--- config.mk ---
export PLATFORM = sky130hd
export DESIGN_NAME = memory_stage
export DESIGN_NICKNAME = d
export VERILOG_FILES = /design/src/core_pkg.sv /design/src/memory_stage.sv
export SDC_FILE = /design/constraint.sdc
export NUM_CORES = 1
export LEC_CHECK = 0
export ABC_AREA = 1
export CORE_AREA = 2 2 153 155
export CTS_CLUSTER_SIZE = 10
export DETAILED_ROUTE_END_ITERATION = 7
export DIE_AREA = 0 0 155 157
export DONT_BUFFER_PORTS = 1
export GPL_ROUTABILITY_DRIVEN = 0
export PLACE_DENSITY = 0.53
export SYNTH_ARGS = -nofsm -noshare
export SYNTH_HDL_FRONTEND = slang
export SYNTH_SLANG_ARGS = --single-unit
--- constraint.sdc ---
create_clock -name clk -period 2.5 [get_ports clk]
set_input_delay 0.125 -clock clk [delete_from_list [all_inputs] [get_ports clk]]
set_output_delay 0.125 -clock clk [all_outputs]
set_load 0.02 [all_outputs]
--- src/core_pkg.sv ---
`default_nettype none

package core_pkg;

    // ~~~~~~~~~~~~~~~~~~~~~~~~~~~~~~~~~~~~~~~~~~~~~~~~~~~~~~~~~~~~
    // memory timing
    // ~~~~~~~~~~~~~~~~~~~~~~~~~~~~~~~~~~~~~~~~~~~~~~~~~~~~~~~~~~~~
    localparam int DMEM_WORDS      = 256;
    localparam int DMEM_ADDR_W     = $clog2(DMEM_WORDS);
    localparam int DMEM_READ_DELAY = 2;  // acceptance to rdata_valid.
    localparam int DMEM_WRITE_BUSY = 1;  // not-ready cycles after a write.
    localparam int DMEM_CNT_W      = 4;  // holds either delay.

    // ~~~~~~~~~~~~~~~~~~~~~~~~~~~~~~~~~~~~~~~~~~~~~~~~~~~~~~~~~~~~
    // opcodes and states
    // ~~~~~~~~~~~~~~~~~~~~~~~~~~~~~~~~~~~~~~~~~~~~~~~~~~~~~~~~~~~~
    typedef enum logic [3:0] {
        MEM_NONE = 4'd0,
        MEM_LB   = 4'd1,
        MEM_LBU  = 4'd2,
        MEM_LH   = 4'd3,
        MEM_LHU  = 4'd4,
        MEM_LW   = 4'd5,
        MEM_SB   = 4'd6,
        MEM_SH   = 4'd7,
        MEM_SW   = 4'd8
    } mem_op_e;

    typedef enum logic [1:0] {
        WB_NONE = 2'd0,
        WB_ALU  = 2'd1,
        WB_MEM  = 2'd2,
        WB_PC4  = 2'd3
    } wb_sel_e;

    // memory stage FSM.
    typedef enum logic [1:0] {
        WAIT       = 2'd0,
        WAIT_READY = 2'd1,
        WAIT_DATA  = 2'd2
    } stage_state_e;

    // ~~~~~~~~~~~~~~~~~~~~~~~~~~~~~~~~~~~~~~~~~~~~~~~~~~~~~~~~~~~~
    // pipeline records
    // ~~~~~~~~~~~~~~~~~~~~~~~~~~~~~~~~~~~~~~~~~~~~~~~~~~~~~~~~~~~~
    typedef struct packed {
        logic        valid;
        logic [31:0] pc;
        logic [31:0] alu_out;    // address or result.
        logic [31:0] rs2_data;   // store data.
        mem_op_e     mem_op;
        logic        rf_wen;
        wb_sel_e     wb_sel;
        logic [4:0]  wb_addr;
        logic        br_flg;
        logic [31:0] br_target;
        logic        jmp_flg;
        logic        is_ecall;
    } ex_mem_t;

    typedef struct packed {
        logic        valid;
        logic [31:0] pc;
        logic [31:0] alu_out;
        logic [31:0] read_data;  // already extended.
        logic        rf_wen;
        wb_sel_e     wb_sel;
        logic [4:0]  wb_addr;
        logic        br_flg;
        logic [31:0] br_target;
        logic        jmp_flg;
        logic        is_ecall;
    } mem_wb_t;

    typedef struct packed {
        logic        write;
        logic [31:0] addr;
        logic [31:0] wdata;
        logic [3:0]  wmask;      // byte lane enables.
    } mem_cmd_t;

    typedef struct packed {
        logic        rf_we;
        logic [4:0]  rf_waddr;
        logic [31:0] rf_wdata;
        logic        redirect;
        logic [31:0] redirect_pc;
        logic        ecall;
    } wb_out_t;

endpackage

`default_nettype wire

--- src/memory_stage.sv ---
`timescale 1ns/1ps
`default_nettype none

module memory_stage (
    input  logic                clk,
    input  logic                rst,
    input  core_pkg::ex_mem_t   ex_mem,
    output logic                stall,
    output logic                cmd_start,
    output core_pkg::mem_cmd_t  cmd,
    input  logic                cmd_ready,
    input  logic [31:0]         rdata,
    input  logic                rdata_valid,
    output core_pkg::mem_wb_t   mem_wb
);

    function automatic logic is_store(input core_pkg::mem_op_e op);
        return op inside {core_pkg::MEM_SB, core_pkg::MEM_SH, core_pkg::MEM_SW};
    endfunction

    function automatic logic [3:0] lane_mask(input core_pkg::mem_op_e op);
        case (op)
            core_pkg::MEM_SB: return 4'b0001;
            core_pkg::MEM_SH: return 4'b0011;
            core_pkg::MEM_SW: return 4'b1111;
            default:          return 4'b0000;  // loads write nothing.
        endcase
    endfunction

    function automatic logic [31:0] load_extend(input core_pkg::mem_op_e op,
                                                input logic [31:0] word);
        case (op)
            core_pkg::MEM_LB:  return {{24{word[7]}}, word[7:0]};
            core_pkg::MEM_LBU: return {24'b0, word[7:0]};
            core_pkg::MEM_LH:  return {{16{word[15]}}, word[15:0]};
            core_pkg::MEM_LHU: return {16'b0, word[15:0]};
            default:           return word;
        endcase
    endfunction

    core_pkg::stage_state_e state;
    core_pkg::ex_mem_t      saved;
    core_pkg::ex_mem_t      cur;
    logic                   cur_mem;
    logic                   cur_store;
    logic                   accept;

    // ~~~~~~~~~~~~~~~~~~~~~~~~~~~~~~~~~~~~~~~~~~~~~~~~~~~~~~~~~~~~
    // current instruction and command
    // ~~~~~~~~~~~~~~~~~~~~~~~~~~~~~~~~~~~~~~~~~~~~~~~~~~~~~~~~~~~~
    assign cur       = (state == core_pkg::WAIT) ? ex_mem : saved;  // live or held copy.
    assign cur_mem   = cur.valid && (cur.mem_op != core_pkg::MEM_NONE);
    assign cur_store = is_store(cur.mem_op);
    assign accept    = cmd_start && cmd_ready;

    assign cmd_start = cur_mem && (state != core_pkg::WAIT_DATA);

    assign cmd.write = cur_store;
    assign cmd.addr  = cur.alu_out;
    assign cmd.wdata = cur.rs2_data;  // lanes sit low.
    assign cmd.wmask = lane_mask(cur.mem_op);

    always_comb begin
        if (state == core_pkg::WAIT_DATA) begin
            stall = !rdata_valid;
        end else begin
            stall = cur_mem && !(cur_store && accept);  // only a taken store leaves.
        end
    end

    // ~~~~~~~~~~~~~~~~~~~~~~~~~~~~~~~~~~~~~~~~~~~~~~~~~~~~~~~~~~~~
    // outgoing instruction
    // ~~~~~~~~~~~~~~~~~~~~~~~~~~~~~~~~~~~~~~~~~~~~~~~~~~~~~~~~~~~~
    always_comb begin
        mem_wb.valid     = cur.valid && !stall;
        mem_wb.pc        = cur.pc;
        mem_wb.alu_out   = cur.alu_out;
        mem_wb.read_data = (state == core_pkg::WAIT_DATA) ?
                           load_extend(cur.mem_op, rdata) : 32'b0;
        mem_wb.rf_wen    = cur.rf_wen;
        mem_wb.wb_sel    = cur.wb_sel;
        mem_wb.wb_addr   = cur.wb_addr;
        mem_wb.br_flg    = cur.br_flg;
        mem_wb.br_target = cur.br_target;
        mem_wb.jmp_flg   = cur.jmp_flg;
        mem_wb.is_ecall  = cur.is_ecall;
    end

    always_ff @(posedge clk) begin
        if (rst) begin
            state <= core_pkg::WAIT;
        end else begin
            case (state)
                core_pkg::WAIT, core_pkg::WAIT_READY: begin
                    if (cur_mem) begin
                        if (!accept) begin
                            state <= core_pkg::WAIT_READY;
                        end else if (cur_store) begin
                            state <= core_pkg::WAIT;
                        end else begin
                            state <= core_pkg::WAIT_DATA;
                        end
                    end
                end
                core_pkg::WAIT_DATA: begin
                    if (rdata_valid) begin
                        state <= core_pkg::WAIT;
                    end
                end
                default: state <= core_pkg::WAIT;
            endcase
        end
    end

    always_ff @(posedge clk) begin
        if (state == core_pkg::WAIT) begin
            saved <= ex_mem;  // kept for retry and load return.
        end
    end

endmodule

`default_nettype wire

# Word level (Yosys, flattened, before mapping)
# Cells that the tools add are included.
# classes
reduce_logical	14
muxes	10
n_eq_ne	12
# ops
operator	count
144-bit two-way mux	1
32-bit case mux with 4 select lines	1
32-bit two-way mux	1
4-bit by 3-bit equality test with 1-bit output (second input constant)	3
4-bit case mux with 3 select lines	1
4-bit by 2-bit equality test with 1-bit output (second input constant)	2
2-bit two-way mux	4
1-bit logical AND	6
2-bit != test (second input constant)	3
4-bit by 1-bit equality test with 1-bit output (second input constant)	1
4-bit equality test (second input constant)	1
2-bit case mux with 2 select lines	1
4-bit nonzero test	1
1-bit logical NOT	3
3-bit nonzero test	1
2-bit by 1-bit equality test with 1-bit output (second input constant)	1
2-bit equality test (second input constant)	1
2-bit logical NOT	1
2-bit AND reduction	1
2-bit OR reduction	1
1-bit two-way mux	1
# totals
output_inout_bits	211
reg_bits	146
input_bits	180
elab_cells	49

# Logic depth before layout (Yosys ltp)
# depth
depth_word	12
ltp_mapped	12
depth_no_buf	11

# Worst setup path before layout
# OpenSTA, ideal clock, no wires.
# synth_timing
path_kind	reg2out
start	register state[1]
end	output port mem_wb[139] (netlist name)
required_time_ps	2375
slack_ps	628
n_path_buf	1
arrival_time_ps	1747
stages_incl_launch_ff	12
cell_sequence	dfxtp_1 > nor2_2 > buf_6 > nand2_2 > nand2_4 > nor2_2 > nand2_1 > nand2_1 > nand2_1 > nand2_1 > nand2_1 > nor2_1
# synth_lines
element	line	rtl
start: declaration	memory_stage.sv:41	core_pkg::stage_state_e state;
start signal: assignment	memory_stage.sv:91	state <= core_pkg::WAIT;
start signal: assignment	memory_stage.sv:97	state <= core_pkg::WAIT_READY;
start signal: assignment	memory_stage.sv:99	state <= core_pkg::WAIT;
end: declaration	memory_stage.sv:14	output core_pkg::mem_wb_t mem_wb

==> flow_metrics.tcl <==
set metrics [dict create \
    cp_data_required_time_ns 2.38 \
    final_common_cell "nand2_1" \
    fin_crit_ns 2.319 \
    cp-end-kind "primary output" \
    gr-total-overflow 0 \
    drt_iter0_drc 252 \
    die_area_um2 24340 \
    cts_root_buf "clkbuf_16" \
    synth_compound_area_share_pct 0.6834 \
    fin_skew_ns 0.007347 \
    crit_fanout 17 \
    ant_nets 0 \
    drive_gt1_share_pct 10.52 \
    fin_cells 1115 \
    synthToLayoutAreaGrowth_pct 7.346 \
    start_kind "flop" \
    stdcell_area_um2 7076 \
    syn_area_per_cell_um2 7.307 \
    ir_worst_vdd_v 0.0008196 \
    ys_types 24 \
    cts_sinks 146 \
    dieWidth_um 155 \
    drc 0 \
    reg2reg_to "state[1]$_SDFFE_PP0P_" \
    numPortBuffers 0 \
    synth_seq_cells 146 \
    power_density_nw_per_um2 1872 \
    fin_tns_setup_ns 0 \
    layout_common_cells "nand2_1 (446), dfxtp_1 (144), dlygate4sd3_1 (77), nor2_1 (41), buf_4 (24)" \
    finalHoldViolations 0 \
    clk_path_buf_depth 2 \
    fmax_ghz 0.4312 \
    rsz0062_at_grt "false" \
    clk_pin_slew_worst_paths_ns 0.06 \
    r2r_setup_slack_ns 0.46 \
    grt_pass1_wl_um 22420 \
    antenna_found_initial 3 \
    cts_tree "done" \
    synth_adder_area_share_pct 0 \
    maxSlewViolCount 0 \
    synthMuxAreaShare_pct 0 \
    status "finished, final reports clean" \
    vias 4670 \
    fin_util_pct 31.44 \
    initial_core_util_pct 29.29 \
    ioPinCount 391 \
    nets 996 \
    grt_max_degree 82 \
    synth_top_family_by_area "simple AND/OR/NAND/NOR gates" \
    finalCritPeriodShare_pct 92.77 \
    wire_per_inst_um 13.94 \
    coreArea_um2 22500 \
    dp.cells 1004 \
    timing.rr.start "state[0]$_SDFFE_PP0P_" \
    ff2ff_path_depth 11 \
    grt_pass1_vias 4329 \
    setup_viol 0 \
    worst_slew_pin_slew_ns 0.7492 \
    place_area_um2 5692 \
    p_leak_nw 3.562 \
    holdPathStages 2 \
    grt_use_total_pct 11.84 \
    yosysWarnings 0 \
    hold_path_class "in2reg" \
    syn_nets 1082 \
    routed_wl_um 15540 \
    cp.arrival_ns 2.19 \
    drtPass1Iterations 6 \
    drv_cap 0 \
    netlist_instances 902 \
    vias_per_cell 4.188 \
    slew_headroom_pct 50.05 \
    clkLatencyLatePin_ns 0.40 \
    post-dp-hpwl_um 10970 \
    rows 55 \
    synthSimpleGateAreaFrac_pct 31.91 \
    min-delay-start "ex_mem[113]" \
    hold_end "saved[113]$_DFF_P_" \
    die_h_um 157 \
    syn_area_um2 6591 \
    htree_num_levels 4 \
    synth_seq_area_share_pct 44.34 \
    cts_buffers 17 \
    critPathKind "reg2out" \
    synth-xor-area-share_pct 0 \
]
## layout make-up
cell class                      count  area, µm²
Antenna cell                        3      7.507
Fill cell                        2390      15430
Clock buffer                       20      446.7
Clock inverter                     10      136.4
Timing Repair Buffer              102      962.2
Sequential cell                   146       2925
Inverter                           19      73.82
Multi-Input combinational cell    530       2167
Tap cell                          285      356.6
## sequential cells by signal, summed over array words and instances, names as in the netlist
signal  flops
saved     144
state       2
## worst max-delay path, cell delays in order, from the launching register on
cell,delay (ns)
dfxtp_2,0.38
nor2_4,0.06
buf_4,0.16
nand2_2,0.08
nand2_4,0.07
nor2_2,0.16
nand2_1,0.11
nand2_4,0.17
nand3_2,0.16
nand2_8,0.16
nor2_1,0.10
buf_4,0.16
## routing by layer
layer	routed length, µm	share of wire (%)	GRT usage (%)	vias to the layer above
li1	-	-	-	2373
met1	5662	36	11.23	2035
met2	8024	52	22.01	233
met3	1293	8.3	4.515	29
met4	557	3.6	6.481	0
met5	0	0	0	-
## per-stage QoR
stage	hold slack (ns)	total power, mW	setup slack (ns)
after floorplan	0.1974	11.93	0.6285
after global placement	0.2125	10.59	0.4693
after detailed placement	0.2095	10.63	0.4196
after CTS	0.00003317	13.36	0.03651
after global routing	0.004985	14.15	0.03589
final	0.02042	13.24	0.1807
## Yosys cell counts, drive strengths merged
library cell    n  share of area, %
a21oi           7              0.53
inv            19               1.1
and3            1             0.095
nor2           54               3.8
nand3b          1              0.11
nand2         458                27
nand4           1              0.32
buf           178                20
dfxtp         146                44
clkbuf         29               1.7
nand3           6              0.61
o21ai           2              0.15
## how the worst max path moves through the flow
stage | slack [ns] | cells after the start | startpoint | end
6_report | 0.18 | 11 | state[0]$_SDFFE_PP0P_ | mem_wb[60]
5_1_grt | 0.04 | 5 | state[0]$_SDFFE_PP0P_ | cmd[60]
4_1_cts | 0.04 | 11 | state[0]$_SDFFE_PP0P_ | mem_wb[60]
3_5_place_dp | 0.42 | 11 | state[1]$_SDFFE_PP0P_ | mem_wb[60]
3_3_place_gp | 0.47 | 11 | state[1]$_SDFFE_PP0P_ | mem_wb[60]
2_1_floorplan | 0.63 | 11 | state[1]$_SDFFE_PP0P_ | mem_wb[139]
## where the power goes
group	total (mW)	switching (mW)	internal, mW
registers	3.92	0.317	3.61
clock network	2.54	0.954	1.58
logic	6.78	5.58	1.20
## cell families after synthesis
group / Yosys count
buffers and inverters: 226
AO/OA/AOI/OAI: 9
flip-flops: 146
AND/OR/NAND/NOR: 521
## timing repair
item,CTS,global route
hold buffers,74,3
setup buffers,1,0
hold endpoints to repair,73,3
pin swaps,1,0
setup endpoints to repair,1,18
resized for setup,0,4
Note: power is estimated with default switching activity, not from simulation.
