File: src/core_pkg.sv
`default_nettype none

package core_pkg;

    // ~~~~~~~~~~~~~~~~~~~~~~~~~~~~~~~~~~~~~~~~~~~~~~~~~~~~~~~~~~~~
    // memory timing
    // ~~~~~~~~~~~~~~~~~~~~~~~~~~~~~~~~~~~~~~~~~~~~~~~~~~~~~~~~~~~~
    localparam int DMEM_WORDS      = 256;
    localparam int DMEM_ADDR_W     = $clog2(DMEM_WORDS);
    localparam int DMEM_READ_DELAY = 2;  // acceptance to rdata_valid.
    localparam int DMEM_WRITE_BUSY = 1;  // not-ready cycles after a write.
    localparam int DMEM_CNT_W      = 4;  // holds either delay.

    // ~~~~~~~~~~~~~~~~~~~~~~~~~~~~~~~~~~~~~~~~~~~~~~~~~~~~~~~~~~~~
    // opcodes and states
    // ~~~~~~~~~~~~~~~~~~~~~~~~~~~~~~~~~~~~~~~~~~~~~~~~~~~~~~~~~~~~
    typedef enum logic [3:0] {
        MEM_NONE = 4'd0,
        MEM_LB   = 4'd1,
        MEM_LBU  = 4'd2,
        MEM_LH   = 4'd3,
        MEM_LHU  = 4'd4,
        MEM_LW   = 4'd5,
        MEM_SB   = 4'd6,
        MEM_SH   = 4'd7,
        MEM_SW   = 4'd8
    } mem_op_e;

    typedef enum logic [1:0] {
        WB_NONE = 2'd0,
        WB_ALU  = 2'd1,
        WB_MEM  = 2'd2,
        WB_PC4  = 2'd3
    } wb_sel_e;

    // memory stage FSM.
    typedef enum logic [1:0] {
        WAIT       = 2'd0,
        WAIT_READY = 2'd1,
        WAIT_DATA  = 2'd2
    } stage_state_e;

    // ~~~~~~~~~~~~~~~~~~~~~~~~~~~~~~~~~~~~~~~~~~~~~~~~~~~~~~~~~~~~
    // pipeline records
    // ~~~~~~~~~~~~~~~~~~~~~~~~~~~~~~~~~~~~~~~~~~~~~~~~~~~~~~~~~~~~
    typedef struct packed {
        logic        valid;
        logic [31:0] pc;
        logic [31:0] alu_out;    // address or result.
        logic [31:0] rs2_data;   // store data.
        mem_op_e     mem_op;
        logic        rf_wen;
        wb_sel_e     wb_sel;
        logic [4:0]  wb_addr;
        logic        br_flg;
        logic [31:0] br_target;
        logic        jmp_flg;
        logic        is_ecall;
    } ex_mem_t;

    typedef struct packed {
        logic        valid;
        logic [31:0] pc;
        logic [31:0] alu_out;
        logic [31:0] read_data;  // already extended.
        logic        rf_wen;
        wb_sel_e     wb_sel;
        logic [4:0]  wb_addr;
        logic        br_flg;
        logic [31:0] br_target;
        logic        jmp_flg;
        logic        is_ecall;
    } mem_wb_t;

    typedef struct packed {
        logic        write;
        logic [31:0] addr;
        logic [31:0] wdata;
        logic [3:0]  wmask;      // byte lane enables.
    } mem_cmd_t;

    typedef struct packed {
        logic        rf_we;
        logic [4:0]  rf_waddr;
        logic [31:0] rf_wdata;
        logic        redirect;
        logic [31:0] redirect_pc;
        logic        ecall;
    } wb_out_t;

endpackage

`default_nettype wire

File: src/ex_mem_latch.sv
`timescale 1ns/1ps
`default_nettype none

module ex_mem_latch (
    input  logic               clk,
    input  logic               rst,
    input  logic               flush,
    input  logic               stall,
    input  core_pkg::ex_mem_t  ex_in,
    output core_pkg::ex_mem_t  ex_mem
);

    always_ff @(posedge clk) begin
        if (rst || flush) begin
            // bubble, payload left as is.
            ex_mem.valid    <= 1'b0;
            ex_mem.mem_op   <= core_pkg::MEM_NONE;
            ex_mem.rf_wen   <= 1'b0;
            ex_mem.wb_sel   <= core_pkg::WB_NONE;
            ex_mem.br_flg   <= 1'b0;
            ex_mem.jmp_flg  <= 1'b0;
            ex_mem.is_ecall <= 1'b0;
        end else if (!stall) begin
            ex_mem <= ex_in;
        end
    end

endmodule

`default_nettype wire

File: config.mk
export PLATFORM = sky130hd
export DESIGN_NAME = ex_mem_latch
export DESIGN_NICKNAME = d
export VERILOG_FILES = /design/src/core_pkg.sv /design/src/ex_mem_latch.sv
export SDC_FILE = /design/constraint.sdc
export NUM_CORES = 1
export LEC_CHECK = 0
export BUFFER_PORTS_ARGS = -buffer_cell sky130_fd_sc_hd__buf_2
export CAP_MARGIN = 0
export CORE_AREA = 3 3 114 116
export DETAILED_ROUTE_END_ITERATION = 7
export DIE_AREA = 0 0 117 119
export GPL_TIMING_DRIVEN = 0
export HOLD_SLACK_MARGIN = 0.02
export PLACE_DENSITY = 0.7
export SETUP_SLACK_MARGIN = 0.1
export SKIP_LAST_GASP = 1
export SLEW_MARGIN = 10
export SYNTH_ARGS = -nofsm -noshare
export SYNTH_HDL_FRONTEND = slang
export SYNTH_SLANG_ARGS = --single-unit
export TNS_END_PERCENT = 50
File: constraint.sdc
create_clock -name clk -period 10.7 [get_ports clk]
set_input_delay 1.07 -clock clk [delete_from_list [all_inputs] [get_ports clk]]
set_output_delay 1.07 -clock clk [all_outputs]
set_load 0.1 [all_outputs]
# Yosys cells after proc, flatten, opt, wreduce, memory -nomap -nowiden
# Index checks and enable logic that the tools add are counted.
[word_totals]
inputBits = 148
regBits = 144
output_inout_bits = 144
[op_classes]
n_reduce_logical = 2
n_bitwise = 2
[op_table]
columns = ["op", "n"]
rows = [
  ["$not 1->1", 2],
  ["$reduce_and 2->1", 1],
  ["$logic_or 1x1->1", 1],
]

# Depth between registers and ports, before layout
# Gate-level depths: netlist (run 1).
[depth]
ltp_word = 3
ltp_mapped = 3
ltp_nobuf = 2

# Worst setup path before layout (run 1)
# OpenSTA, ideal clock, no wires.
[synth_timing]
path_kind = "input -> register"
startpoint = "input port flush"
endpoint = "register ex_mem[100] in the netlist's numbering, enable pin"
path_buffers = 1
path_slack_ps = 3048
path_stages = 3
required_time_ps = 10073
setup_time_ps = 627
arrival_time_ps = 7025
path_cell_list = "or2_1 -> buf_4 -> nor2_1"
[synth_between]
elab_chain_cells = 3
[synth_lines]
columns = ["element", "line_no", "text"]
rows = [
  ["start, declared", "ex_mem_latch.sv:7", "input logic flush,"],
  ["$logic_or 1x1->1", "ex_mem_latch.sv:14", "if (rst || flush) begin"],
  ["$not 1->1 (no line)", "-", ""],
  ["$reduce_and 2->1 (no line)", "-", ""],
  ["end signal, assigned", "ex_mem_latch.sv:24", "ex_mem <= ex_in;"],
  ["end, declared", "ex_mem_latch.sv:10", "output core_pkg::ex_mem_t ex_mem"],
]
# Every way passes these cells.
# A chain may end at the register's enable or synchronous reset.

# Worst setup path after layout (run 1)
[layout_timing]
startpoint = "input port flush"
endpoint = "register ex_mem[142] in the netlist's numbering, enable pin"
# Same word-level chain as after synthesis.

==> results.ini, run 1 <==
[setup_path]
crit_fanout=34
r2r_setup_slack_ns=10.09
cp-start-kind=input pin
r2r-start=ex_mem[1]$_SDFFE_PP0N_
critPathArrivalTime_ns=2.37
critPathRequiredTime_ns=10.79
end_kind=register
reg2regPathDepth=2
path_class=in -> reg
r2r-end=ex_mem[1]$_SDFFE_PP0N_

[detailed_routing]
wl_mm=10.8
ant_nets=0
via_per_inst=4.31
wl_per_cell_um=16.8
drcViolationCount=0
drt_first_iter_violations=118
drt_pre_antenna_iters=3
vias=2778

[final_layout]
reg_top3=ex_mem: 144 flops
antenna_cells=0
final_core_util_pct=55.7
fin_cells=644
final_cell_mix=buf_2, edfxtp_1, clkbuf_16
regMostFlops=ex_mem
largest_reg_flops=144
syn2layout_area_growth_pct=52.4
drive_above_1_share_pct=66.0
mostFrequentLayoutCell=buf_2
n_fill_cell=987
finish.net_count=632

[logic_synthesis]
yosysSeqAreaShare_pct=95.9
ys_ff_latch=144
netlist_instances=170
ys.warnings.count=0
syn_avg_cell_area_sq_um=25.8
syn_area_sq_um=4390
synthDistinctLibCells=7
syn_nets=318

[global_route]
grt_max_degree=35
grt-ovfl-total=0
grt_pass1_vias=2956
grt_use_total_pct=15.2
grt_pass1_wl_mm=15.5
antenna_found_initial=0

[die]
coreArea_sq_um=12000
num_rows=40
die_w_um=117
die_h_um=119
dieArea_sq_um=13900
ios=292
initial_utilization_pct=36.6

[sta]
whs_ns=0.501
final-setup-viol-count=0
fin_worst_skew_ns=0
max_clock_freq_ghz=0.440
rsz0062_at_grt=no
fin_setup_tns_ns=0
drv_slew=0
period_share_pct=21.2
hold_violations=0
worst_slew_pin_slew_ns=0.552
relSlewSlack_pct=63.5
period_needed_ns=2.27

[hold_path]
min_from=ex_mem[42]$_SDFFE_PP0N_
worst_hold_path_type=reg -> reg
holdPathStages=2
min_to=ex_mem[42]$_SDFFE_PP0N_

[power]
vdd_drop_max_uv=139
seqPwrFrac_pct=44.9
p_int_mw=1.02
power_density_nw_per_um2=216
clkPwrFrac_pct=38.0
p_leak_nw=2.88
power_frac_comb_pct=17.2
power_switching_mw=0.424
swShare_pct=29.3

[placed_design]
dpl.hpwl_mm=8.48
gp_congestion=0.730
port_buffers=291
dp_cells=612

[clock_network]
cts.path.max_buffers=2
worstSkewPairLatency_ns=0.40
ctsHoldBuffers=0
clkTransAtPathRegs_ns=0.06
htree_levels=4
tritoncts=yes
cts_made_buffers=17
postCtsSetupBuffers=0
cts_sinks=144
cts_resized=0
cts_root_buffer=clkbuf_16

[job]
maxCapViolCount=0

[status]
status=finished, final reports clean

==> layer usage <==
metal	track usage, %	vias up	part of all wire (%)
met3	7.01	16	10
met2	26.1	161	53
met5	0	-	0
li1	-	1300	-
met4	6.52	0	1.8
met1	15.6	1301	35
==> cell usage after synthesis <==
master | n | area share [%]
edfxtp_1 | 133 | 91
nor2_1 | 12 | 1.0
dfxtp_1 | 11 | 5.0
mux2i_1 | 11 | 2.5
buf_4 | 1 | 0.17
buf_6 | 1 | 0.26
or2_1 | 1 | 0.14
==> power by group through the flow <==
| stage | combinational (mW) | sequential (mW) | clock (mW) |
|---|---|---|---|
| floorplan | 0.00983 | 0.848 | 0 |
| global placement | 0.245 | 0.665 | 0 |
| detailed placement | 0.250 | 0.662 | 0 |
| CTS | 0.250 | 0.650 | 0.563 |
| global route | 0.256 | 0.652 | 0.589 |
| finish | 0.249 | 0.650 | 0.550 |
==> per-stage QoR <==
step                      worst slack [ns]  instance area (sq um)  total power, mW
after global placement                1.11                   6030            0.910
after floorplan                       3.05                   4390            0.858
after detailed placement              8.00                   6120            0.912
after global routing                  8.36                   6700             1.50
final                                 8.43                   6700             1.45
after CTS                             8.42                   6700             1.46
==> cell type report <==
cell class | count | area (sq um) | share of cell area (%)
sequential | 144 | 4210 | 62.9
timing repair buffer | 295 | 1540 | 22.9
clock buffer | 24 | 524 | 7.83
tap | 147 | 184 | 2.75
multi-input combinational | 24 | 169 | 2.52
clock inverter | 8 | 48.8 | 0.729
buffer | 2 | 18.8 | 0.280
==> worst max-delay path by stage <==
stage	slack [ns]	endpoint	from
floorplan	3.05	ex_mem[100]$_DFFE_PP_	flush
global placement	1.11	ex_mem[67]$_DFFE_PP_	flush
detailed placement	8.00	ex_mem[139]$_DFFE_PP_	flush
CTS	8.42	ex_mem[115]	ex_mem[115]$_DFFE_PP_
global route	8.36	ex_mem[124]$_DFFE_PP_	flush
finish	8.43	ex_mem[142]$_DFFE_PP_	flush
==> worst max-delay path, stage by stage <==
cell and delay [ns]:
buf_2 0.10, or2_1 0.27, buf_4 0.20, nor2_4 0.21
buf_12 0.25, buf_12 0.23
==> cells by family after synthesis <==
family,after synthesis,synth area share (%)
flops,144,95.9
simple gates,13,1.17
mux,11,2.51
buf+inv,2,0.427
(Power assumes the default switching activity.)
==> run 2, diff against run 1 <==
- ABC_AREA: unset -> 1
- CORE_AREA: 3 3 114 116 -> 3 3 112 114
- DIE_AREA: 0 0 117 119 -> 0 0 115 117
- PLACE_DENSITY: 0.7 -> 0.73
- clock period: 10.7 -> 2.2 ns (I/O delays scaled with it)
==> results.ini, run 2 <==
[logic_synthesis]
synth_top_area_share_pct=89.4  ; -1.5 points
yosys-top-cells-area=edfxtp_1, dfxtp_1, nand2_1, nor2_1, inv_1
syn_avg_cell_area_sq_um=21.9  ; -15%
yosysTopAreaCell=edfxtp_1
netlist_instances=204  ; +20%
syn_area_sq_um=4470  ; +1.7%
ys.warnings.count=0  ; unchanged
synth_edf_count=133  ; unchanged
syn_nets=352  ; +11%
ys_ff_latch=144  ; unchanged
synth_flop_cell=edfxtp_1
yosysMostFrequentCell=edfxtp_1
yosysSeqAreaShare_pct=94.3  ; -1.6 points
synthDistinctLibCells=9  ; +2
yosys-top-cells-count=edfxtp_1, nand2_1, nor2_1, dfxtp_1, inv_1
async_flop_share_pct=0  ; unchanged

[die]
die_h_um=117  ; -1.7%
die_w_um=115  ; -1.7%
num_rows=39  ; -2.5%
initial_utilization_pct=38.8  ; +2.2 points
ios=292  ; unchanged

[clock_network]
postCtsSetupBuffers=0  ; unchanged
ctsHoldBuffers=136  ; +136
htree_levels=4  ; unchanged
cts_made_buffers=17  ; unchanged
cts_resized=0  ; unchanged
cts_root_buffer=clkbuf_16
cts_sinks=144  ; unchanged
cts.path.max_buffers=2  ; unchanged

[placed_design]
port_buffers=291  ; unchanged
gp_congestion=0.759  ; +4.0%
dpl.hpwl_mm=8.88  ; +4.7%
place_area_sq_um=6260  ; +2.3%

[status]
error=[ERROR RSZ-0060] Max buffer count reached.
stop_stage=4_1_cts
status=aborted with a tool error

run 2: stage by stage:
step	std cells	util, %	worst slack, ns	hold slack, ns
3_3_place_gp	638	53.2	-2.92	0.396
2_1_floorplan	204	-	-1.76	0.319
3_5_place_dp	645	54.4	0.0810	0.398
run 2: logic make-up after synthesis:
group / after synthesis / share of synthesized area, %
buf+inv: 14 / 1.60
flops: 144 / 94.3
simple gates: 46 / 4.06
==> run 3, diff against run 2 <==
- CORE_AREA: 3 3 112 114 -> 3 3 127 129
- DIE_AREA: 0 0 115 117 -> 0 0 130 132
- HOLD_SLACK_MARGIN: 0.02 -> unset
- PLACE_DENSITY: 0.73 -> unset
- PLACE_DENSITY_LB_ADDON: unset -> 0.15
- SETUP_SLACK_MARGIN: 0.1 -> unset
==> results.ini, run 3 <==
[global_route]
grt-ovfl-total=0
grt_max_degree=22
antenna_found_initial=0
grt_pass1_wl_mm=19.3
grt_pass1_vias=3762
grt_use_total_pct=14.9

[setup_path]
crit_fanout=19
path_class=in -> reg
end_kind=register
cp-start-kind=input pin
critPathRequiredTime_ns=2.32
critPathArrivalTime_ns=1.96

[final_layout]
mostFrequentLayoutCell=buf_2
final_cell_mix=buf_2, edfxtp_1, dlygate4sd3_1
n_fill_cell=1255
syn2layout_area_growth_pct=85.1
reg_top3=ex_mem: 144 flops
stdcell_area_sq_um=8270
largest_reg_flops=144
finish.net_count=802
antenna_cells=0
drive_above_1_share_pct=50.2
fin_cells=855
regMostFlops=ex_mem

[logic_synthesis]
ys.warnings.count=0  ; unchanged
async_flop_share_pct=0  ; unchanged
yosysTopAreaCell=edfxtp_1
synth_edf_count=133  ; unchanged
syn_nets=352  ; unchanged
yosysMostFrequentCell=edfxtp_1
syn_avg_cell_area_sq_um=21.9  ; unchanged
netlist_instances=204  ; unchanged
synth_flop_cell=edfxtp_1
ys_ff_latch=144  ; unchanged
yosys-top-cells-area=edfxtp_1, dfxtp_1, nand2_1, nor2_1, inv_1
syn_area_sq_um=4470  ; unchanged
yosys-top-cells-count=edfxtp_1, nand2_1, nor2_1, dfxtp_1, inv_1
synth_top_area_share_pct=89.4  ; unchanged
synthDistinctLibCells=9  ; unchanged
yosysSeqAreaShare_pct=94.3  ; unchanged

[die]
die_h_um=132  ; +13%
initial_utilization_pct=29.5  ; -9.3 points
die_w_um=130  ; +13%
dieArea_sq_um=17200
ios=292  ; unchanged
num_rows=45  ; +15%
coreArea_sq_um=15100

[clock_network]
tritoncts=yes
htree_levels=4  ; unchanged
cts_sinks=144  ; unchanged
cts_resized=0  ; unchanged
worstSkewPairLatency_ns=0.41
clkTransAtPathRegs_ns=0.06
cts_made_buffers=17  ; unchanged
cts_root_buffer=clkbuf_16
cts.path.max_buffers=2  ; unchanged

[power]
p_total_mw=7.59
p_leak_nw=3.53
vdd_drop_max_uv=444
power_density_nw_per_um2=918

[sta]
worst_slew_pin_slew_ns=1.02
hold_violations=0
final-setup-viol-count=0
fin_worst_skew_ns=0
drv_slew=0
whs_ns=0.0295
rsz0062_at_grt=no
period_needed_ns=1.84
relSlewSlack_pct=31.6
period_share_pct=83.5
fin_setup_tns_ns=0
max_clock_freq_ghz=0.545

[detailed_routing]
drt_first_iter_violations=179
wl_mm=12.9
vias=3468
ant_nets=0
drt_pre_antenna_iters=4
drcViolationCount=0
via_per_inst=4.06
wl_per_cell_um=15.1

[placed_design]
port_buffers=291  ; unchanged
dp_cells=690  ; +7.0%
place_area_sq_um=6320  ; +0.90%
gp_congestion=0.722  ; -4.8%
dpl.hpwl_mm=9.20  ; +3.7%

[hold_path]
worst_hold_path_type=in -> reg

[status]
status=finished, final reports clean

[job]
maxCapViolCount=0

run 3: power breakdown:
part | total (mW) | internal, mW | switching (mW)
registers | 3.16 | 3.13 | 0.0307
logic | 1.44 | 0.358 | 1.09
clock network | 2.98 | 1.89 | 1.09
run 3: through the flow:
step / utilization, % / worst slack, ns
2_1_floorplan: - / -1.76
6_report: 54.6 / 0.363
3_5_place_dp: 41.7 / -0.161
4_1_cts: 54.6 / 0.293
3_3_place_gp: 40.8 / -3.15
5_1_grt: 54.6 / 0.216
run 3: cells by family (layout without fill, tap and decap cells):
logic type / after synthesis / in the layout / share of synthesized area (%)
buf+inv: 14 / 477 / 1.60
flops: 144 / 144 / 94.3
simple gates: 46 / 46 / 4.06
run 3: area by class of cell:
type,instances,area (sq um),area share (%)
Timing Repair Buffer,431,2930,35.4
Clock buffer,18,429,5.19
Clock inverter,14,188,2.27
Inverter,11,41.3,0.499
Tap cell,188,235,2.84
Sequential cell,144,4210,51.0
Buffer,3,38.8,0.469
Multi-Input combinational cell,46,193,2.33
run 3: final timing paths:
kind / end / slack (ns) / start / depth (start not counted)
min reg2reg: ex_mem[44]$_SDFFE_PP0N_ / 0.51 / ex_mem[44]$_SDFFE_PP0N_ / 4
max: ex_mem[52]$_DFFE_PP_ / 0.36 / stall / 6
max reg2reg: ex_mem[34]$_SDFFE_PP0N_ / 1.59 / ex_mem[34]$_SDFFE_PP0N_ / 4
min: ex_mem[42]$_SDFFE_PP0N_ / 0.03 / ex_in[42] / 3
run 3: per-layer routing:
metal  track usage, %  part of all wire (%)
met1             15.6                    37
met2             26.0                    52
met3             6.69                   9.8
met4             5.72                   1.2
met5                0                     0
run 3: critical path, cell delays in order:
cell	delay [ns]
buf_2	0.14
buf_12	0.15
nor3_4	0.82
buf_16	0.24
buf_8	0.17
buf_8	0.19
run 3: what timing repair did:
| item | in CTS | in global routing |
|---|---|---|
| buffers inserted | 0 | 0 |
| hold buffers | 133 | 0 |
| endpoints found under the hold margin | 133 | 0 |
