===== src/core_pkg.sv =====
`default_nettype none

package core_pkg;

    // ~~~~~~~~~~~~~~~~~~~~~~~~~~~~~~~~~~~~~~~~~~~~~~~~~~~~~~~~~~~~
    // memory timing
    // ~~~~~~~~~~~~~~~~~~~~~~~~~~~~~~~~~~~~~~~~~~~~~~~~~~~~~~~~~~~~
    localparam int DMEM_WORDS      = 256;
    localparam int DMEM_ADDR_W     = $clog2(DMEM_WORDS);
    localparam int DMEM_READ_DELAY = 2;  // acceptance to rdata_valid.
    localparam int DMEM_WRITE_BUSY = 1;  // not-ready cycles after a write.
    localparam int DMEM_CNT_W      = 4;  // holds either delay.

    // ~~~~~~~~~~~~~~~~~~~~~~~~~~~~~~~~~~~~~~~~~~~~~~~~~~~~~~~~~~~~
    // opcodes and states
    // ~~~~~~~~~~~~~~~~~~~~~~~~~~~~~~~~~~~~~~~~~~~~~~~~~~~~~~~~~~~~
    typedef enum logic [3:0] {
        MEM_NONE = 4'd0,
        MEM_LB   = 4'd1,
        MEM_LBU  = 4'd2,
        MEM_LH   = 4'd3,
        MEM_LHU  = 4'd4,
        MEM_LW   = 4'd5,
        MEM_SB   = 4'd6,
        MEM_SH   = 4'd7,
        MEM_SW   = 4'd8
    } mem_op_e;

    typedef enum logic [1:0] {
        WB_NONE = 2'd0,
        WB_ALU  = 2'd1,
        WB_MEM  = 2'd2,
        WB_PC4  = 2'd3
    } wb_sel_e;

    // memory stage FSM.
    typedef enum logic [1:0] {
        WAIT       = 2'd0,
        WAIT_READY = 2'd1,
        WAIT_DATA  = 2'd2
    } stage_state_e;

    // ~~~~~~~~~~~~~~~~~~~~~~~~~~~~~~~~~~~~~~~~~~~~~~~~~~~~~~~~~~~~
    // pipeline records
    // ~~~~~~~~~~~~~~~~~~~~~~~~~~~~~~~~~~~~~~~~~~~~~~~~~~~~~~~~~~~~
    typedef struct packed {
        logic        valid;
        logic [31:0] pc;
        logic [31:0] alu_out;    // address or result.
        logic [31:0] rs2_data;   // store data.
        mem_op_e     mem_op;
        logic        rf_wen;
        wb_sel_e     wb_sel;
        logic [4:0]  wb_addr;
        logic        br_flg;
        logic [31:0] br_target;
        logic        jmp_flg;
        logic        is_ecall;
    } ex_mem_t;

    typedef struct packed {
        logic        valid;
        logic [31:0] pc;
        logic [31:0] alu_out;
        logic [31:0] read_data;  // already extended.
        logic        rf_wen;
        wb_sel_e     wb_sel;
        logic [4:0]  wb_addr;
        logic        br_flg;
        logic [31:0] br_target;
        logic        jmp_flg;
        logic        is_ecall;
    } mem_wb_t;

    typedef struct packed {
        logic        write;
        logic [31:0] addr;
        logic [31:0] wdata;
        logic [3:0]  wmask;      // byte lane enables.
    } mem_cmd_t;

    typedef struct packed {
        logic        rf_we;
        logic [4:0]  rf_waddr;
        logic [31:0] rf_wdata;
        logic        redirect;
        logic [31:0] redirect_pc;
        logic        ecall;
    } wb_out_t;

endpackage

`default_nettype wire


===== src/writeback_select.sv =====
`timescale 1ns/1ps
`default_nettype none

module writeback_select (
    input  logic               clk,
    input  logic               rst,
    input  core_pkg::mem_wb_t  mem_wb,
    output core_pkg::wb_out_t  wb_out
);

    logic [31:0] wdata_next;

    always_comb begin
        case (mem_wb.wb_sel)
            core_pkg::WB_ALU: wdata_next = mem_wb.alu_out;
            core_pkg::WB_MEM: wdata_next = mem_wb.read_data;
            core_pkg::WB_PC4: wdata_next = mem_wb.pc + 32'd4;  // link address.
            default:          wdata_next = 32'b0;
        endcase
    end

    always_ff @(posedge clk) begin
        if (rst) begin
            wb_out.rf_we    <= 1'b0;
            wb_out.redirect <= 1'b0;
            wb_out.ecall    <= 1'b0;
        end else begin
            wb_out.rf_we    <= mem_wb.valid && mem_wb.rf_wen && (mem_wb.wb_addr != 5'd0);
            wb_out.redirect <= mem_wb.valid && (mem_wb.br_flg || mem_wb.jmp_flg);
            wb_out.ecall    <= mem_wb.valid && mem_wb.is_ecall;
        end
    end

    always_ff @(posedge clk) begin
        wb_out.rf_waddr    <= mem_wb.wb_addr;
        wb_out.rf_wdata    <= wdata_next;
        wb_out.redirect_pc <= mem_wb.br_target;
    end

endmodule

`default_nettype wire


===== config.mk =====
export PLATFORM = sky130hd
export DESIGN_NAME = writeback_select
export DESIGN_NICKNAME = d
export VERILOG_FILES = /design/src/core_pkg.sv /design/src/writeback_select.sv
export SDC_FILE = /design/constraint.sdc
export NUM_CORES = 1
export LEC_CHECK = 0
export ABC_CLOCK_PERIOD_IN_PS = 1770
export BUFFER_PORTS_ARGS = -buffer_cell sky130_fd_sc_hd__buf_2
export CORE_MARGIN = 5
export CORE_UTILIZATION = 38
export DETAILED_ROUTE_END_ITERATION = 6
export PLACE_DENSITY = 0.88
export SYNTH_ARGS = -nofsm -noshare
export SYNTH_HDL_FRONTEND = slang
export SYNTH_SLANG_ARGS = --single-unit

===== constraint.sdc =====
create_clock -name clk -period 1.77 [get_ports clk]
set_clock_uncertainty 0.15 [all_clocks]
set_input_delay 0.177 -clock clk [delete_from_list [all_inputs] [get_ports clk]]
set_output_delay 0.177 -clock clk [all_outputs]
set_load 0.05 [all_outputs]

After elaboration in Yosys (flattened, before gate mapping)
Index checks and enable logic that the tools add are counted.
{"block": "totals", "register_bits": 72, "out_inout_bits": 72, "elab_cells": 17}
{"block": "classes", "addsub": 1, "n_eq_ne": 3, "muxes": 1, "reduce_logical": 6}
{"operator": "case mux 32 bit (3 select lines)", "count": 1}
{"operator": "adder 32 x 3 -> 32 bit (second input constant)", "count": 1}
{"operator": "nonzero test 5 bit", "count": 1}
{"operator": "== test 2 bit (second input constant)", "count": 2}
{"operator": "logical AND 1 bit", "count": 4}
{"operator": "== test 2 x 1 -> 1 bit (second input constant)", "count": 1}
{"operator": "logical OR 1 bit", "count": 1}

Logic depth before layout (Yosys ltp)
Gate-level depths: netlist of run 1.
{"block": "depth", "word_depth": 2, "depth_mapped": 6, "depth_no_buf": 6}

Least setup slack after synthesis of run 1
No wires, ideal clock.
{"block": "synth_path", "path_type": "input port to flip-flop", "startpoint": "input mem_wb[109] (netlist name)", "endpoint": "register wb_out[60] (netlist name)", "t_arrival_ps": 1261, "required_ps": 1491, "path_slack_ps": 229, "cell_stages": 6, "cell_sequence": "ha_1 -> and4_1 -> nand4_1 -> nor3_1 -> xnor2_1 -> o21ai_0"}
{"block": "synth_between", "elab_chain_cells": 2}
{"item": "start, declared", "line_no": "writeback_select.sv:7", "text": "input core_pkg::mem_wb_t mem_wb,"}
{"item": "adder 32 x 3 -> 32 bit", "line_no": "writeback_select.sv:17", "text": "core_pkg::WB_PC4: wdata_next = mem_wb.pc + 32'd4;"}
{"item": "case mux 32 bit (3 select lines)", "line_no": "writeback_select.sv:14", "text": "case (mem_wb.wb_sel)"}
{"item": "net wdata_next[26]", "line_no": "writeback_select.sv:11", "text": "logic [31:0] wdata_next;"}
{"item": "end, declared", "line_no": "writeback_select.sv:8", "text": "output core_pkg::wb_out_t wb_out"}
The timed path passes the listed nets, and every way through them passes these cells.
A chain may end at the register's enable or synchronous reset.

Final worst setup path of run 1
{"block": "layout_path", "startpoint": "input mem_wb[41] (netlist name)", "endpoint": "register wb_out[54] (netlist name)"}
{"block": "layout_between", "elab_chain_cells": 2, "elab_cells_between_ends": 4, "classes_between": "3 x eq/ne; 1 x mux"}
{"item": "== test 2 bit or == test 2 x 1 -> 1 bit (tied branches)", "line_no": "writeback_select.sv:14"}
{"item": "case mux 32 bit (3 select lines) *", "line_no": "writeback_select.sv:14"}
{"item": "net wdata_next[20]", "line_no": "writeback_select.sv:11"}
Mark *: on every way through the listed nets, which the timed path passes. The rest lies on a longest branch.

==> results.cfg, run 1 <==
[grt]
grt_max_degree = 23
track_usage_pct = 32.00
antenna_found_initial = 1
grt_overflow = 0
first_global_vias = 3878
grt_pass1_wl_um = 21570

[cts]
h-tree-depth = 3
cts.path.max_buffers = 2
cts_setup_buffers = 0
cts_tree = done
clkSlewWorstSetupHoldPaths_ns = 0.09
cts_sinks = 72
cts_buffers = 9
cts_root_buf = clkbuf_8

[synth]
synth_seq_cells = 72
synth-edff-count = 0
syn_area_um2 = 2728
syn-instance-count = 262
avgSynthCellArea_um2 = 10.41
syn_nets = 405
synthFlopType = dfxtp_1
yosysUniqueCellTypes = 43
postSynth.asyncResetShare_pct = 0
yosysWarnings = 0
synth-seq-area-share_pct = 52.84

[routing]
viasPerCell = 5.363
drc_errors = 13
drt_iter0_drc = 333
dr_total_vias = 3652
ant_nets = 0
wirelength_um = 14710
wire_per_inst_um = 21.60
firstDrtPassIters = 7

[sta]
max_freq_mhz = 583.3
rsz0062_at_grt = false
hold_viol = 0
report.final.slew_viol_count = 0
min_period_ns = 1.714
fin_ws_ns = 0.05551
setup_tns_ns = 0
finalSetupViolCount = 0
worst_pin_slew_ns = 0.4578
finalCritPeriodShare_pct = 96.86
relSlewSlack_pct = 69.34

[final_layout]
nets = 722
fill_cells = 458
largest_reg_flops = 72
reg_top3 = wb_out (72)
drive_gt1_share_pct = 44.18
syn2layout_area_growth_pct = 86.70
regMostFlops = wb_out

[setup_path]
crit_fanout = 22
crit_slowest_cell = dlygate4sd3_1
cpLargestDelayFamily = buffers and inverters
worstSetupStartpoint = mem_wb[41]
path_cells = buf_2 -> buf_4 -> nor2b_2 -> buf_12 -> a22oi_1 -> dlygate4sd3_1 -> o21ai_0
arrival_ns = 1.78
path_buf_inv = 4
critical_path_required_ns = 1.83
start_kind = input port
slowest_delay_ns = 0.62
end_kind = flip-flop
critical_path_class = input port to flip-flop

[power_and_ir_drop]
peakVddDrop_v = 0.0006657
p_total_w = 0.004340
p_per_area_nw_per_um2 = 852.3
p_leak_nw = 2.420

[run]
max_cap_violations = 0

[worst_hold_path]
hold_path_class = input port to flip-flop
min_from = mem_wb[125]

[run_status]
status = finished, violations left
violations = DRC

[die]
die_w_um = 94.72
rows = 30
ios = 214
core_area_um2 = 6907
dieArea_um2 = 8972
die_h_um = 94.72
initial_utilization_pct = 39.49

[placement]
gp_congestion = 0.8829
place_ws_ns = 0.01204
port_buffers = 213
dp_hpwl_um = 8434
-- power by group --
part	total, W	switching, W	internal, W
combinational	0.00119	0.000749	0.000437
clock	0.00138	0.000680	0.000695
sequential	0.00178	0.0000434	0.00174
total	0.00434	0.00147	0.00287
-- cell type report --
| type | count | area (um^2) | share of cell area, % |
|---|---|---|---|
| flip-flops and latches | 72 | 1441 | 28.30 |
| repair buffers | 321 | 2125 | 41.72 |
| inverters | 6 | 22.52 | 0.4423 |
| multi-input cells | 169 | 1175 | 23.07 |
| diodes | 1 | 2.502 | 0.04914 |
| clock buffers | 10 | 137.6 | 2.703 |
| well taps | 96 | 120.1 | 2.359 |
| clock inverters | 6 | 68.82 | 1.351 |
-- what timing repair did --
action,in CTS,in global routing
setup endpoints to repair,0,13
gates resized for setup,0,2
endpoints found under the hold margin,72,0
hold buffers,94,0
-- layer usage --
layer  vias up  share of wire, %  global-route usage [%]  wire length, um
met3       101               9.2                   8.367             1359
li1       1574                 -                       -                -
met1      1670                35                   33.46             5125
met5         -             0.088                       0               13
met4         2               7.2                   20.43             1053
met2       305                49                   56.49             7155
-- synthesized netlist by cell type, drive strengths merged, types with 3 or more instances --
cell,count,area share (%)
inv,6,0.83
xor2,7,2.2
xnor2,17,5.5
a21oi,6,1.1
nor2,8,1.1
clkbuf,14,3.2
a21o,5,1.4
nand2,16,2.2
nor2b,3,0.69
nand4,4,1.5
and3,5,1.2
nor4,5,3.0
o21ai,26,4.8
or3,3,0.73
a22oi,20,5.5
and4,3,1.1
mux2,3,1.2
dfxtp,72,53
a22o,7,2.2
nand3,11,2.2
nor3,7,1.3
-- metrics by stage --
step / cells / hold slack, ns / cell area [um^2] / utilization [%]
final: 681 / 0.01388 / 5092 / 73.73
after global routing: 681 / 0.01807 / 5092 / 73.73
after CTS: 680 / 0.005121 / 5082 / 73.59
after detailed placement: 570 / 0.1309 / 3935 / 56.97
after global placement: 570 / 0.1292 / 3935 / 56.97
after floorplan: 262 / 0.05472 / 2728 / -
-- placed cells by master (no fill, tap or decap), types with 2 or more instances in the layout --
cell / netlist / layout
a21o_1: 5 / 5
a21oi_1: 6 / 6
a22o_1: 7 / 7
a22oi_1: 20 / 20
a31oi_1: 2 / 2
and2_1: 2 / 2
and3_1: 4 / 4
and4_1: 2 / 2
buf_2: 0 / 213
buf_4: 0 / 13
clkbuf_8: 3 / 10
clkinv_4: 0 / 3
dfxtp_1: 72 / 72
dlygate4sd3_1: 0 / 94
inv_1: 6 / 6
mux2_2: 3 / 3
mux2i_1: 2 / 2
nand2_1: 16 / 16
nand3_1: 10 / 10
nand4_1: 3 / 3
nor2_1: 8 / 8
nor2b_2: 0 / 2
nor3_1: 7 / 6
nor4_4: 3 / 3
o21ai_0: 21 / 21
o21ai_1: 5 / 5
or3_1: 2 / 2
xnor2_1: 17 / 17
xor2_1: 7 / 7
-- worst paths after layout --
kind / endpoint / slack, ns / cells past startpoint
setup / recovery: wb_out[54] / 0.06 / 7
hold / removal: wb_out[52] / 0.01 / 3
-- logic make-up after synthesis --
| family | share of synthesized area (%) |
|---|---|
| muxes | 1.972 |
| adders and majority gates | 0.4586 |
| DFF | 52.84 |
| xor gates and xnor gates | 7.706 |
| AOI/OAI and AO/OA | 16.88 |
| buffers and inverters | 4.449 |
| and+or+nand+nor | 15.69 |
No activity file was read; power rests on OpenSTA's default activity.
==> run 2: changes to the inputs <==
CELL_PAD_IN_SITES_DETAIL_PLACEMENT = 0   (was unset)
CELL_PAD_IN_SITES_GLOBAL_PLACEMENT = 1   (was unset)
CORE_UTILIZATION = 27   (was 38)
PLACE_DENSITY = 0.89   (was 0.88)
==> run 2 against run 1 <==
  * The flow now finishes without violations
  * Flip-flop and latch count did not move
  * Routed wire length fell by 18%
  * Critical path type unchanged
  * Worst setup slack improved by 0.072 ns
  * Total power decreased by 2.6%
  * Maximum frequency rose by 4.4%
  * Non-clock buffer count increased by 5
  * Global-route usage down 13 points
  * Clock power down 4%
  * Critical endpoint is now wb_out[0]
  * Combinational power down 5%
==> results.cfg, run 2 (synthesis results as in run 1) <==
[run_status]
status = finished, final reports clean

[setup_path]
path_common_cell = dlygate4sd3_1
crit_fanout = 3
start_kind = input port
arrival_ns = 1.78
worstSetupStartpoint = rst
slowest_delay_ns = 0.56
crit_slowest_cell = dlygate4sd3_1
path_buf_inv = 3
critical_path_required_ns = 1.91
cp_num_cells = 5
critPathCapture = wb_out[0]
path_cells = dlygate4sd3_1 -> buf_2 -> nor2b_1 -> and2_1 -> dlygate4sd3_1
critical_path_class = input port to flip-flop
end_kind = flip-flop
cpLargestDelayFamily = buffers and inverters

[final_layout]
drive_gt1_share_pct = 42.95
regMostFlops = wb_out
largest_reg_flops = 72
nets = 727
syn2layout_area_growth_pct = 89.82
layout_common_cells = buf_2 (213), dlygate4sd3_1 (101), dfxtp_1 (72)
fin_cells = 723
reg_top3 = wb_out (72)
fin_area_um2 = 5177
final_common_cell = buf_2

[sta]
rsz0062_at_grt = false
min_period_ns = 1.642
fin_ws_ns = 0.1278
hold_viol = 0
finalCritPeriodShare_pct = 92.78
report.final.slew_viol_count = 0
relSlewSlack_pct = 17.30
finalSetupViolCount = 0
setup_tns_ns = 0
max_freq_mhz = 608.9
worst_pin_slew_ns = 1.238

[routing]
wire_per_inst_um = 16.63
drc_errors = 0
dr_total_vias = 3254
drt_iter0_drc = 198
wirelength_um = 12020
ant_nets = 0
firstDrtPassIters = 4
viasPerCell = 4.501

[grt]
track_usage_pct = 19.44
grt_max_degree = 33
antenna_found_initial = 3
first_global_vias = 3487
grt_pass1_wl_um = 18910
grt_overflow = 0

[die]
die_w_um = 110.5
core_area_um2 = 9819
initial_utilization_pct = 27.78
ios = 214
rows = 36
die_h_um = 110.5
dieArea_um2 = 12210

[power_and_ir_drop]
p_sw_share_pct = 33.03
p_sw_w = 0.001397
p_total_w = 0.004229
seq_power_share_pct = 41.7
pwr-share-clk_pct = 31.5
peakVddDrop_v = 0.0003926
p_leak_nw = 2.464
pwr-share-comb_pct = 26.8
p_per_area_nw_per_um2 = 816.8
p_int_w = 0.002832

[cts]
cts_sinks = 72
cts.path.max_buffers = 2
clkSlewWorstSetupHoldPaths_ns = 0.09
h-tree-depth = 3
cts_root_buf = clkbuf_8
cts_tree = done
cts_buffers = 9

[worst_hold_path]
min_from = mem_wb[132]
hold_path_class = input port to flip-flop

[run]
max_cap_violations = 0

[placement]
place_ws_ns = -0.1596
port_buffers = 213
dp_hpwl_um = 7843
place_inst = 605
gp_congestion = 0.8114
placed_cell_area_um2 = 3966
run 2: cell type report:
| type | count | area (um^2) |
|---|---|---|
| antenna | 1 | 2.502 |
| tap | 133 | 166.4 |
| multi-input combinational | 169 | 1167 |
| clock inverter | 6 | 70.07 |
| clock buffer | 10 | 127.6 |
| inverter | 6 | 22.52 |
| fill | 868 | 4642 |
| timing repair buffer | 326 | 2180 |
| sequential | 72 | 1441 |
run 2: per-layer routing:
layer / GRT usage [%] / wire, um / vias up
met4: 8.046 / 312 / 4
met3: 6.510 / 862 / 29
li1: - / - / 1583
met1: 20.62 / 4673 / 1495
met2: 35.07 / 6150 / 143
met5: 0 / 21 / -
run 2: worst min-delay path by stage:
stage            endpoint  cells past startpoint
3_5_place_dp   wb_out[13]                      1
6_report       wb_out[59]                      3
3_3_place_gp   wb_out[20]                      1
5_1_grt        wb_out[50]                      3
2_1_floorplan  wb_out[10]                      0
4_1_cts        wb_out[62]                      3
run 2: worst min-delay path, cell delays in order:
cell,delay (ns)
buf_2,0.13
mux2i_1,0.08
o21ai_1,0.10
run 2: through the flow:
| step | hold WS, ns | utilization, % |
|---|---|---|
| after floorplan | 0.05472 | - |
| after global placement | 0.1294 | 40.39 |
| after detailed placement | 0.1306 | 40.39 |
| after CTS | 0.002002 | 52.70 |
| after global routing | 0.01877 | 52.73 |
| final | 0.02375 | 52.73 |
run 2: repair_timing:
action                                  in CTS  in global routing
endpoints found under the setup margin       0                  1
buffers inserted                             0                  0
hold endpoints to repair                    72                  0
hold buffers                               101                  0
resized for setup                            0                  0
run 2: power by group through the flow:
stage	combinational [W]	clock (W)	sequential, W
3_3_place_gp	0.000928	0	0.00179
4_1_cts	0.00112	0.00135	0.00176
6_report	0.00113	0.00133	0.00176
2_1_floorplan	0.000176	0	0.00221
3_5_place_dp	0.000937	0	0.00180
5_1_grt	0.00120	0.00142	0.00178
==> run 3: changes to the inputs <==
ABC_AREA = 1   (was unset)
PLACE_DENSITY = 0.9   (was 0.89)
==> run 3 against run 2 <==
  * Die area is 8.6% higher
  * First-iteration DRC count is 40% lower
  * Utilization is 1.9 points lower
  * Routed wire length is 0.28% higher
  * Critical path type unchanged
  * Largest cell class unchanged
==> results.cfg, run 3 <==
[synth]
synth-seq-area-share_pct = 48.26
yosysMostFrequentCell = nand2_1
ys_top_cells_by_area = dfxtp_1 (48%), nand2_1 (17%), nand3_1 (8.9%)
synthFlopType = dfxtp_1
avgSynthCellArea_um2 = 7.542
synth_common_cells = nand2_1 (132), dfxtp_1 (72), nand3_1 (53)
yosys.area.top_type = dfxtp_1
synth-edff-count = 0
syn_area_um2 = 2987
syn_nets = 539
synth_top_area_share_pct = 48.26
syn-instance-count = 396
postSynth.asyncResetShare_pct = 0
synth_seq_cells = 72
yosysUniqueCellTypes = 27
yosysWarnings = 0

[setup_path]
crit_slowest_cell = dlygate4sd3_1
cpLargestDelayFamily = buffers and inverters
critical_path_class = input port to flip-flop
critical_path_required_ns = 1.87
path_buf_inv = 3
path_common_cell = nand3_1
end_kind = flip-flop
arrival_ns = 1.79
slowest_delay_ns = 0.55
critPathCapture = wb_out[50]
cp_num_cells = 10
crit_fanout = 5
path_cells = buf_2 -> ha_1 -> nand3_1 -> nor2_2 -> inv_1 -> nor2_4 -> nand2_1 -> nand3_1 -> nand3_1 -> dlygate4sd3_1
start_kind = input port
worstSetupStartpoint = mem_wb[109]

[sta]
relSlewSlack_pct = 79.24
worst_hold_slack_ns = 0.003972
finalSetupViolCount = 0
hold_viol = 0
max_freq_mhz = 594.5
finalCritPeriodShare_pct = 95.03
worst_pin_slew_ns = 0.3114
min_period_ns = 1.682
report.final.slew_viol_count = 0
rsz0062_at_grt = true

[final_layout]
drive_gt1_share_pct = 35.39
layout_common_cells = buf_2 (213), nand2_1 (132), dlygate4sd3_1 (106)
final_util_pct = 50.83
final_common_cell = buf_2
diodes = 0
nets = 867
syn2layout_area_growth_pct = 84.50
regMostFlops = wb_out
reg_top3 = wb_out (72)
largest_reg_flops = 72

[placement]
dp_hpwl_um = 8780
gp_congestion = 0.8591
port_buffers = 213

[routing]
firstDrtPassIters = 4
drc_errors = 0
drt_iter0_drc = 118
dr_total_vias = 3780
ant_nets = 0
viasPerCell = 4.350
wirelength_um = 12060
wire_per_inst_um = 13.87

[power_and_ir_drop]
peakVddDrop_v = 0.0005170
p_leak_nw = 2.814
p_per_area_nw_per_um2 = 801.5

[cts]
h-tree-depth = 3
cts_buffers = 9
cts_sinks = 72
cts_tree = done
cts_root_buf = clkbuf_8
cts.path.max_buffers = 2
clkSlewWorstSetupHoldPaths_ns = 0.09

[grt]
track_usage_pct = 18.14
first_global_vias = 3967
grt_overflow = 0
antenna_found_initial = 0
grt_pass1_wl_um = 18890
grt_max_degree = 28

[die]
initial_utilization_pct = 27.55
die_w_um = 115.2
ios = 214
core_area_um2 = 10840
rows = 38
dieArea_um2 = 13270
die_h_um = 115.2

[run_status]
status = finished, final reports clean

[worst_hold_path]
min_from = mem_wb[97]
hold_path_class = input port to flip-flop

[run]
max_cap_violations = 0
## run 3: cell count changes in the layout (fill, tap and decap cells not counted), moves of 6 or more
cell      previous run  this run
nand3_1             10        53
nor2_4               0         8
inv_1                6        39
nand2_1             16       132
nor2_1               8        31
o21ai_0             21         4
xnor2_1             17         0
a22oi_1             20         0
nor3_1               7         1
o21bai_1             0         8
xor2_1               7         1
a22o_1               7        13
## run 3: stage by stage
step / total power [W] / setup slack, ns / TNS, ns / cells / cell area, um^2
finish: 0.004416 / 0.08793 / 0 / 869 / 5510
global route: 0.004632 / -0.04560 / -0.04560 / 869 / 5510
CTS: 0.004460 / 0.1025 / 0 / 868 / 5498
detailed placement: 0.002746 / 0.2312 / 0 / 746 / 4213
global placement: 0.002735 / 0.2814 / 0 / 746 / 4213
floorplan: 0.002397 / 0.5390 / 0 / 396 / 2987
## run 3: timing repair
| action | 4_1_cts | 5_1_grt |
|---|---|---|
| gates resized for setup | 0 | 1 |
| hold endpoints to repair | 71 | 0 |
| setup endpoints to repair | 0 | 2 |
| hold buffers | 106 | 0 |
| setup buffers | 0 | 1 |
## run 3: layer usage
metal	track usage (%)	wire, um	vias to the layer above
met5	0	0	-
met4	6.886	228	0
met3	4.105	960	19
met1	20.03	4654	1690
met2	33.60	6212	158
li1	-	-	1913
## run 3: final cells by class
| class | count | area [um^2] |
|---|---|---|
| clock buffer | 9 | 123.9 |
| inverter | 41 | 153.9 |
| sequential | 72 | 1441 |
| clock inverter | 7 | 100.1 |
| fill | 1031 | 5330 |
| tap | 140 | 175.2 |
| multi-input combinational | 275 | 1344 |
| timing repair buffer | 325 | 2172 |
## run 3: cells by family (layout without fill, tap and decap cells)
family / count (synthesis) / in the layout / synth area share, %
AOI/OAI and AO/OA: 33 / 33 / 8.253
xor gates and xnor gates: 1 / 1 / 0.2933
adders and majority gates: 1 / 1 / 0.4189
buffers and inverters: 49 / 382 / 6.996
DFF: 72 / 72 / 48.26
and+or+nand+nor: 240 / 240 / 35.78
## run 3: worst min path at each step
stage / cells past startpoint / to
3_5_place_dp: 1 / wb_out[30]
2_1_floorplan: 0 / wb_out[10]
6_report: 4 / wb_out[56]
5_1_grt: 4 / wb_out[56]
3_3_place_gp: 1 / wb_out[10]
4_1_cts: 4 / wb_out[64]
## run 3: power breakdown
part           internal (W)  total (W)  switching (W)
clock              0.000809    0.00150       0.000687
combinational      0.000452    0.00116       0.000704
sequential          0.00173    0.00176      0.0000305
total               0.00299    0.00442        0.00142
